### src/rtl/riscv_pkg.sv
// RISC-V integer subset
// Major opcodes, funct codes and the internal ALU and branch operations
`default_nettype none

package riscv_pkg;

    localparam int INSTR_WIDTH = 32;

    // ADDI x0, x0, 0
    localparam logic [INSTR_WIDTH-1:0] NOP_INSTR = 32'h0000_0013;

    typedef enum logic [6:0] {
        OP     = 7'b0110011,
        OP_IMM = 7'b0010011,
        LUI    = 7'b0110111,
        BRANCH = 7'b1100011,
        JAL    = 7'b1101111
    } opcode_t;

    // funct3 encodings
    localparam logic [2:0] F3_ADD_SUB = 3'b000;
    localparam logic [2:0] F3_XOR     = 3'b100;
    localparam logic [2:0] F3_OR      = 3'b110;
    localparam logic [2:0] F3_AND     = 3'b111;
    localparam logic [2:0] F3_BEQ     = 3'b000;
    localparam logic [2:0] F3_BNE     = 3'b001;

    // funct7 encodings
    localparam logic [6:0] F7_BASE = 7'b0000000;
    localparam logic [6:0] F7_SUB  = 7'b0100000;

    // Operation carried from decode to execute
    typedef enum logic [2:0] {
        ALU_ADD, ALU_SUB, ALU_AND, ALU_OR,
        ALU_XOR, ALU_PASS_B, ALU_NOP
    } alu_op_t;

    typedef enum logic [1:0] {BR_NONE, BR_EQ, BR_NE} branch_t;

endpackage

`default_nettype wire

### src/rtl/drac_pkg.sv
// Pipeline definitions
// Datapath widths, stage register layouts, redirect select and reset entries
`default_nettype none

package drac_pkg;
    import riscv_pkg::*;

    localparam int XLEN       = 64;
    localparam int REG_ADDR_W = 5;

    typedef logic [XLEN-1:0]       bus64_t;
    typedef logic [XLEN-1:0]       addr_t;
    typedef logic [REG_ADDR_W-1:0] reg_addr_t;

    typedef struct packed {
        logic                   valid;
        addr_t                  pc;
        logic [INSTR_WIDTH-1:0] instr;
    } if_id_stage_t;

    typedef struct packed {
        logic      valid;
        addr_t     pc;
        reg_addr_t rs1;
        reg_addr_t rs2;
        reg_addr_t rd;
        logic      reg_we;
        bus64_t    imm;
        logic      use_imm;   // operand B taken from imm
        alu_op_t   alu_op;
        branch_t   branch;
    } id_rr_stage_t;

    typedef struct packed {
        id_rr_stage_t instr;
        bus64_t       rs1_data;
        bus64_t       rs2_data;
    } rr_exe_stage_t;

    typedef struct packed {
        logic      valid;
        addr_t     pc;
        reg_addr_t rd;
        logic      reg_we;
        bus64_t    result;
    } exe_wb_stage_t;

    // Source of the next fetch address
    typedef enum logic [1:0] {SEL_SEQ, SEL_JUMP_DECODE, SEL_JUMP_EXECUTION} sel_addr_t;

    // Empty entries loaded into the stage registers at reset
    localparam if_id_stage_t IF_ID_RESET = '{valid: 1'b0, pc: '0, instr: NOP_INSTR};
    localparam id_rr_stage_t ID_RR_RESET = '{
        valid: 1'b0, pc: '0, rs1: '0, rs2: '0, rd: '0, reg_we: 1'b0,
        imm: '0, use_imm: 1'b0, alu_op: ALU_NOP, branch: BR_NONE
    };
    localparam rr_exe_stage_t RR_EXE_RESET = '{instr: ID_RR_RESET, rs1_data: '0, rs2_data: '0};
    localparam exe_wb_stage_t EXE_WB_RESET = '{
        valid: 1'b0, pc: '0, rd: '0, reg_we: 1'b0, result: '0
    };

endpackage

`default_nettype wire

### src/rtl/exe_stage.sv
// Execute stage
// Write-back bypass, ALU, BEQ/BNE resolution and the execute-to-write-back
// register
`timescale 1ns/1ps
`default_nettype none

module exe_stage (
    input  wire logic                    clk_i,
    input  wire logic                    rstn_i,
    input  wire drac_pkg::rr_exe_stage_t exe_i,
    input  wire drac_pkg::exe_wb_stage_t wb_i,
    output logic                         branch_taken_o,
    output drac_pkg::addr_t              branch_target_o,
    output drac_pkg::exe_wb_stage_t      wb_o
);
    import drac_pkg::*;
    import riscv_pkg::*;

    id_rr_stage_t instr;
    logic         wb_fwd_ok;
    logic         fwd_rs1;
    logic         fwd_rs2;
    bus64_t       op_a;
    bus64_t       rs2_val;
    bus64_t       op_b;
    bus64_t       result;
    logic         operands_equal;

    assign instr = exe_i.instr;

    // Bypass from the instruction one slot ahead
    assign wb_fwd_ok = wb_i.valid && wb_i.reg_we && (wb_i.rd != '0);
    assign fwd_rs1   = wb_fwd_ok && (wb_i.rd == instr.rs1);
    assign fwd_rs2   = wb_fwd_ok && (wb_i.rd == instr.rs2);

    assign op_a    = fwd_rs1 ? wb_i.result : exe_i.rs1_data;
    assign rs2_val = fwd_rs2 ? wb_i.result : exe_i.rs2_data;
    assign op_b    = instr.use_imm ? instr.imm : rs2_val;

    always_comb begin
        case (instr.alu_op)
            ALU_ADD:    result = op_a + op_b;
            ALU_SUB:    result = op_a - op_b;
            ALU_AND:    result = op_a & op_b;
            ALU_OR:     result = op_a | op_b;
            ALU_XOR:    result = op_a ^ op_b;
            ALU_PASS_B: result = op_b;
            default:    result = '0;
        endcase
    end

    // Branches compare rs1 against rs2, never against the immediate
    assign operands_equal  = (op_a == rs2_val);
    assign branch_taken_o  = instr.valid &&
                             ((instr.branch == BR_EQ && operands_equal) ||
                              (instr.branch == BR_NE && !operands_equal));
    assign branch_target_o = instr.pc + instr.imm;

    always_ff @(posedge clk_i, negedge rstn_i) begin
        if (!rstn_i) begin
            wb_o <= EXE_WB_RESET;
        end else begin
            wb_o.valid  <= instr.valid;
            wb_o.pc     <= instr.pc;
            wb_o.rd     <= instr.rd;
            wb_o.reg_we <= instr.reg_we;
            wb_o.result <= result;
        end
    end

endmodule

`default_nettype wire

### config.mk
export PLATFORM = sky130hd
export DESIGN_NAME = exe_stage
export DESIGN_NICKNAME = d
export VERILOG_FILES = /design/src/rtl/riscv_pkg.sv /design/src/rtl/drac_pkg.sv /design/src/rtl/exe_stage.sv
export SDC_FILE = /design/constraint.sdc
export NUM_CORES = 1
export LEC_CHECK = 0
export ABC_AREA = 1
export BUFFER_PORTS_ARGS = -buffer_cell sky130_fd_sc_hd__buf_2
export CAP_MARGIN = 10
export CELL_PAD_IN_SITES_DETAIL_PLACEMENT = 2
export CELL_PAD_IN_SITES_GLOBAL_PLACEMENT = 2
export CORE_MARGIN = 2
export CORE_UTILIZATION = 25
export CTS_CLUSTER_DIAMETER = 40
export DETAILED_ROUTE_END_ITERATION = 10
export HOLD_SLACK_MARGIN = 0.08
export PLACE_DENSITY_LB_ADDON = 0.1
export SYNTH_ARGS = -nofsm -noshare
export SYNTH_HDL_FRONTEND = slang
export SYNTH_SLANG_ARGS = --single-unit
### constraint.sdc
create_clock -name clk_i -period 3 [get_ports clk_i]
set_clock_uncertainty 0.1 [all_clocks]
set_input_delay 0.3 -clock clk_i [delete_from_list [all_inputs] [get_ports clk_i]]
set_output_delay 0.3 -clock clk_i [all_outputs]
set_load 0.01 [all_outputs]
# After elaboration in Yosys (flattened, before gate mapping)

Cells that the tools add are included.

Logic and storage cells: 36
Input bits: 416
Output and inout port bits: 200
Flip-flop bits (word level): 135

Muxes and demuxes: 4
Bitwise gates (word level): 3
Add/subtract/negate cells: 3
Equal/unequal tests: 10
Reductions and logical operators: 11

Operator list:

| operator             | number |
|---|---|
| $pmux W64 S6         | 1 |
| $mux W64             | 3 |
| $add A64 B64 Y64     | 2 |
| $and A64 B64 Y64     | 1 |
| $eq A64 B64 Y1       | 1 |
| $or A64 B64 Y64      | 1 |
| $sub A64 B64 Y64     | 1 |
| $xor A64 B64 Y64     | 1 |
| $eq A5 B5 Y1         | 2 |
| $logic_and A1 B1 Y1  | 7 |
| $eq A3 B2 Y1 const B | 2 |
| $eq A3 B3 Y1 const B | 2 |
| $reduce_bool A5 Y1   | 1 |
| $eq A3 B1 Y1 const B | 1 |
| $logic_not A3 Y1     | 1 |
| $eq A2 B1 Y1 const B | 1 |
| $eq A2 B2 Y1 const B | 1 |
| $logic_not A1 Y1     | 1 |
| $logic_or A1 B1 Y1   | 1 |

# Depth between registers and ports, before layout

Gate-level depths: netlist (run 1).

Depth in word-level cells: 9
Mapped depth: 36
Mapped depth without buffers: 35

# Least setup slack after synthesis (run 1)

Ideal clock, no wire load.

Kind: input -> register
Start: input wb_i[69] in the netlist's numbering
End: register wb_o[55] in the netlist's numbering
Setup slack: -1.245 ns
Data required time: 2.782 ns
Setup time: 0.118 ns
Cell stages on the path: 32
Arrival time: 4.027 ns
Buffers on the path: 1
Path through: xor2_1 nor2_2 nand2_2 buf_6 nand2_1 nand3_1 nand2_2 nand2_1 nor2_2 nand2_2 nor2_4 nand2_4 nor2_8 nand2_2 nor2_2 nor2_1 xor2_1 ha_1 nand2_1 nor2_1 inv_1 nor2_1 inv_1 o221a_2 o21ai_0 nand2_1 o21ai_0 nand2_1 nand2_1 nand2_1 nand3_1 nand2_1

Longest elaborated chain between the ends: 7
Elaborated cells between the ends (all ways): 15
Those cells by class: add/sub (2); eq/ne (2); mux (4); bitwise (3); reduce/logical (4)

RTL lines:

| element                                  | RTL line        | text |
|---|---|---|
| from (decl)                              | exe_stage.sv:11 | `input wire drac_pkg::exe_wb_stage_t wb_i,` |
| $reduce_bool A5 Y1                       | exe_stage.sv:32 | `assign wb_fwd_ok = wb_i.valid && wb_i.reg_we && (wb_i.rd != '0);` |
| $logic_and A1 B1 Y1                      | exe_stage.sv:32 |  |
| $logic_and A1 B1 Y1                      | exe_stage.sv:34 | `assign fwd_rs2 = wb_fwd_ok && (wb_i.rd == instr.rs2);` |
| $mux W64                                 | exe_stage.sv:37 | `assign rs2_val = fwd_rs2 ? wb_i.result : exe_i.rs2_data;` |
| $mux W64                                 | exe_stage.sv:38 | `assign op_b = instr.use_imm ? instr.imm : rs2_val;` |
| $sub A64 B64 Y64 (tied with other cells) | exe_stage.sv:43 | `ALU_SUB: result = op_a - op_b;` |
| $pmux W64 S6 *                           | exe_stage.sv:41 | `case (instr.alu_op)` |
| net result[55]                           | exe_stage.sv:26 | `bus64_t result;` |
| to (decl)                                | exe_stage.sv:14 | `output drac_pkg::exe_wb_stage_t wb_o` |

Mark *: on every way through the listed nets, which the timed path passes. The rest lies on a longest branch.

# Final worst setup path (run 1)

Start: input wb_i[65] in the netlist's numbering
End: register wb_o[62] in the netlist's numbering

The elaborated chain is that of the path after synthesis.

==> results.py, run 1 <==
metrics = {
    "cells_and_area": {
        "area_delta_synth_final_pct": 92.0,
        "drive_gt1_share_pct": 52.4,
        "final_common_cell": "buf_4",
        "post_layout_nonfiller_instances": 6174,
        "nets": 5701,
        "largest_reg_flops": 135,
        "final_cell_mix": "1060 x buf_4, 615 x nand2_1, 529 x buf_2, 402 x inv_1, 234 x nor2_1",
        "regMostFlops": "wb_o",
        "reg.largest.list": "wb_o: 135 flops",
    },
    "critical_path": {
        "worstPathRequired_ps": 3320,
        "cp_max_fo": 21,
        "crit_type": "input pin to flip-flop",
        "crit_path_frequent_cell": "nand2_1",
        "endpoint_kind": "flip-flop",
        "slowest_delay_ps": 360,
        "slowest_stage": "ha_4",
        "arrival_ps": 5290,
        "crit_path_start_kind": "input pin",
    },
    "sta": {
        "period_share_pct": 166,
        "finalSetupViolCount": 115,
        "holdWs_ps": 218,
        "worst_slack_ps": -1970,
        "slew_headroom_pct": 28.1,
        "tightest_slew_ps": 1070,
        "fmax_mhz": 201,
        "finalMaxSlewViolations": 0,
        "layout_min_cycle_time_ps": 4970,
        "rsz0062_at_grt": "yes",
        "finalSetupTns_ps": -121390,
        "hold_viol": 0,
    },
    "cts": {
        "clock_sinks": 135,
        "h-tree-depth": 4,
        "cts_tree": "built",
        "path_clk_slew_ps": 90,
        "cts_max_path_buffers": 2,
        "cts_buffers": 17,
        "root_buffer": "clkbuf_16",
    },
    "grt": {
        "grt.met3_usage_pct": 6.99,
        "use_met1_pct": 49.3,
        "grt_pass1_wl_um": 236000,
        "grt.busiest_layer": "met2",
        "grt-ovfl-total": 0,
        "use_met2_pct": 61.0,
        "grt_pass1_vias": 34800,
        "grt_max_degree": 71,
        "grt_usage_pct": 37.4,
        "antenna_found_initial": 85,
    },
    "drt": {
        "antenna_left": 0,
        "drc": 0,
        "wirelength_um": 217000,
        "drtIter0Drc": 3560,
        "firstDrtPassIters": 5,
        "vias": 36000,
        "wire_per_inst_um": 35.2,
        "vias_per_cell": 5.83,
    },
    "power_and_ir_drop": {
        "p_total_w": 0.0151,
        "irDropWorstVdd_v": 0.000420,
        "leakagePower_nw": 20.5,
        "powerDensity_mw_per_mm2": 379,
    },
    "synth": {
        "synth_edf_count": 0,
        "syn_area_mm2": 0.0207,
        "ys_ff_latch": 135,
        "syn_avg_cell_area_um2": 6.27,
        "synth_seq_area_share_pct": 16.3,
        "async_flop_share_pct": 100,
        "syn_nets": 3981,
        "ys_types": 56,
        "syn_inst": 3309,
        "ys.flop_type": "dfrtp_1",
        "yosysWarnings": 0,
    },
    "outcome": {
        "status": "finished with violations",
        "violations": "negative setup slack",
    },
    "floorplan": {
        "initial_core_util_pct": 25.3,
        "die_y_um": 292,
        "dieArea_mm2": 0.0853,
        "io_pins": 616,
        "die_w_um": 292,
        "core-area_mm2": 0.0821,
        "rows": 105,
    },
    "place": {
        "hpwl_um": 128000,
        "gp_congestion": 0.956,
        "dp.cells": 5862,
        "place_ws_ps": -2340,
        "io_buffers": 551,
    },
    "min_path": {
        "hp-class": "input pin to asynchronous set/reset pin",
    },
    "run": {
        "max-cap-violations": 0,
    },
}
[cell usage after synthesis (40+ instances only)]
cell | instances | area, um2
a21oi_1 | 199 | 996
a221oi_1 | 50 | 438
nand2_1 | 798 | 3000
ha_1 | 254 | 3180
o21ai_0 | 144 | 721
o21ai_1 | 40 | 200
or2_2 | 87 | 544
a31oi_1 | 43 | 269
clkbuf_1 | 43 | 161
inv_1 | 447 | 1680
xor2_1 | 105 | 920
nand3_1 | 277 | 1390
nor2_1 | 321 | 1200
xnor2_1 | 78 | 683
dfrtp_1 | 135 | 3380
[worst max-delay path: cells and delay by family]
kind	cells	cell delay, ps
simple gates	21	2830
buf+inv	12	1620
fa+ha+maj	1	360
xor+xnor	1	160
[logic make-up after synthesis]
kind of cell               Yosys count  share of synthesized area (%)
adders and majority gates          256                           15.5
buffers and inverters              538                           10.1
xor gates and xnor gates           183                           7.73
AOI/OAI and AO/OA                  587                           16.9
DFF                                135                           16.3
and+or+nand+nor                   1610                           33.5
[per-layer routing]
layer | vias up | share of wire [%]
li1 | 14400 | -
met1 | 17900 | 37
met2 | 2533 | 45
met3 | 1120 | 9.6
met4 | 34 | 8.3
met5 | - | 0.11
[area by class of cell]
type	count	area, um2
antenna	62	155
clock buffer	19	453
clock inverter	13	193
fill	9265	42300
inverter	458	1730
multi-input combinational	2636	19600
sequential	135	3380
tap	1070	1340
timing repair buffer	1781	13000
[per-stage QoR]
step | area [um2] | utilization (%)
after floorplan | 21100 | -
after global placement | 32800 | 39.9
after detailed placement | 32800 | 39.9
after CTS | 36200 | 44.1
after global routing | 39800 | 48.4
final | 39800 | 48.5
[report_power, final]
group | switching, W | internal [W] | total, W
Sequential | 0.0000857 | 0.00201 | 0.00209
Clock | 0.00128 | 0.00145 | 0.00272
Combinational | 0.00615 | 0.00413 | 0.0103
Total | 0.00752 | 0.00758 | 0.0151
[path summary, 6_finish.rpt]
check                            from                   to  slack, ps  depth (start not counted)
max in group asynchronous      rstn_i   wb_o[12]$_DFF_PN0_       1520                          3
hold / removal                 rstn_i   wb_o[33]$_DFF_PN0_        220                          3
min in group clk_i         exe_i[247]  wb_o[103]$_DFF_PN0_        310                          2
setup / recovery             wb_i[65]   wb_o[62]$_DFF_PN0_      -1970                         35
[timing repair]
| action | 4_1_cts | 5_1_grt |
|---|---|---|
| buffers inserted | 57 | 94 |
| resized for setup | 405 | 641 |
| endpoints found under the setup margin | 110 | 117 |
| pin swaps | 101 | 217 |
| hold endpoints to repair | 206 | 0 |
| hold buffers | 73 | 0 |
| cloned | 5 | 1 |
No activity file was read; power rests on OpenSTA's default activity.
==> run 2: changes to the inputs <==
--- a/config.mk
+++ b/config.mk
@@ -19,3 +19,4 @@
 export SYNTH_ARGS = -nofsm -noshare
 export SYNTH_HDL_FRONTEND = slang
 export SYNTH_SLANG_ARGS = --single-unit
+export TNS_END_PERCENT = 50
==> results.py, run 2 (synthesized netlist as in run 1, its figures left out) <==
metrics = {
    "sta": {
        "hold_viol": 0,
        "holdWs_ps": 192,
        "finalSetupTns_ps": -126100,
        "layout_min_cycle_time_ps": 5040,
        "tightest_slew_ps": 1250,
        "fmax_mhz": 198,
        "rsz0062_at_grt": "yes",
        "worst_slack_ps": -2040,
        "finalMaxSlewViolations": 0,
        "finalSetupViolCount": 114,
        "period_share_pct": 168,
        "slew_headroom_pct": 16.7,
    },
    "cells_and_area": {
        "drive_gt1_share_pct": 50.4,
        "reg.largest.list": "wb_o: 135 flops",
        "fin_util_pct": 48.1,
        "final_cell_mix": "1058 x buf_4, 626 x nand2_1, 538 x buf_2, 401 x inv_1, 244 x nor2_1",
        "final_common_cell": "buf_4",
        "nets": 5711,
        "num-fill-cells": 9364,
        "post_layout_nonfiller_instances": 6191,
        "regMostFlops": "wb_o",
        "largest_reg_flops": 135,
        "area_delta_synth_final_pct": 90.3,
    },
    "cts": {
        "cts_tree": "built",
        "path_clk_slew_ps": 70,
        "cts_buffers": 17,
        "cts_max_path_buffers": 2,
        "clock_sinks": 135,
        "root_buffer": "clkbuf_16",
        "h-tree-depth": 4,
    },
    "floorplan": {
        "io_pins": 616,
        "initial_core_util_pct": 25.3,
        "die_w_um": 292,
        "core-area_mm2": 0.0821,
        "rows": 105,
        "dieArea_mm2": 0.0853,
        "die_y_um": 292,
    },
    "drt": {
        "antenna_left": 0,
        "vias_per_cell": 5.70,
        "firstDrtPassIters": 6,
        "wire_per_inst_um": 33.3,
        "wirelength_um": 206000,
        "vias": 35300,
        "drc": 0,
        "drtIter0Drc": 2928,
    },
    "critical_path": {
        "slowest_delay_ps": 310,
        "worstPathRequired_ps": 3300,
        "crit_type": "input pin to flip-flop",
        "critPathLaunch": "wb_i[67]",
        "cp.depth": 36,
        "cpLargestDelayFamily": "simple AND/OR/NAND/NOR gates",
        "slowest_stage": "ha_4",
        "cp_max_fo": 17,
        "endpoint_kind": "flip-flop",
        "crit_path_frequent_cell": "nand2_2",
        "arrival_ps": 5340,
        "crit_path_start_kind": "input pin",
        "path_buf_inv": 7,
    },
    "grt": {
        "grt_max_degree": 65,
        "grt-ovfl-total": 0,
        "grt_usage_pct": 37.2,
        "grt_pass1_wl_um": 235000,
        "grt_pass1_vias": 35000,
        "antenna_found_initial": 80,
    },
    "place": {
        "place_ws_ps": -2330,
        "io_buffers": 551,
        "dp.cells": 5860,
        "gp_congestion": 0.951,
        "hpwl_um": 127000,
    },
    "outcome": {
        "status": "finished with violations",
        "violations": "negative setup slack",
    },
    "min_path": {
        "hp-class": "input pin to asynchronous set/reset pin",
    },
    "power_and_ir_drop": {
        "leakagePower_nw": 20.5,
        "powerDensity_mw_per_mm2": 377,
        "irDropWorstVdd_v": 0.000564,
    },
    "run": {
        "max-cap-violations": 0,
    },
}
run 2: final cells by class:
type	count	area (um2)	area share [%]
diodes	69	173	0.437
clock buffers	18	429	1.09
clock inverters	14	174	0.441
inverters	458	1740	4.42
multi-input cells	2636	19200	48.6
flip-flops and latches	135	3380	8.56
well taps	1070	1340	3.39
repair buffers	1791	13000	33.1
run 2: per-stage QoR:
step           power [W]  instance area, um2
2_1_floorplan    0.00514               21000
3_3_place_gp     0.00908               32600
3_5_place_dp     0.00929               32600
4_1_cts           0.0125               36000
5_1_grt           0.0152               39400
6_report          0.0149               39500
run 2: final timing paths:
path	to	slack (ps)
min in group clk_i	wb_o[64]$_DFF_PN0_	280
max in group asynchronous	wb_o[104]$_DFF_PN0_	1850
worst min-delay path	wb_o[5]$_DFF_PN0_	190
worst max-delay path	wb_o[53]$_DFF_PN0_	-2040
run 2: metal layers:
| layer | vias up | GRT usage [%] | share of wire, % | routed length, um |
|---|---|---|---|---|
| li1 | 14400 | - | - | - |
| met1 | 17800 | 48.8 | 38 | 79100 |
| met2 | 2122 | 60.6 | 45 | 93600 |
| met3 | 951 | 7.38 | 8.4 | 17300 |
| met4 | 52 | 13.3 | 7.8 | 16100 |
| met5 | - | 0 | 0.15 | 311 |
run 2: what timing repair did:
action / CTS / global route
hold buffers: 72 / 0
resized for setup: 390 / 595
pin swaps: 121 / 249
gates cloned: 1 / 5
endpoints found under the hold margin: 107 / 0
buffers inserted: 69 / 97
setup endpoints to repair: 111 / 116
run 2: report_power, final:
part / switching (W) / leakage [nW] / internal (W)
registers: 0.0000920 / 1.62 / 0.00201
clock network: 0.00124 / 0.295 / 0.00131
logic: 0.00604 / 18.5 / 0.00419
total: 0.00737 / 20.5 / 0.00752
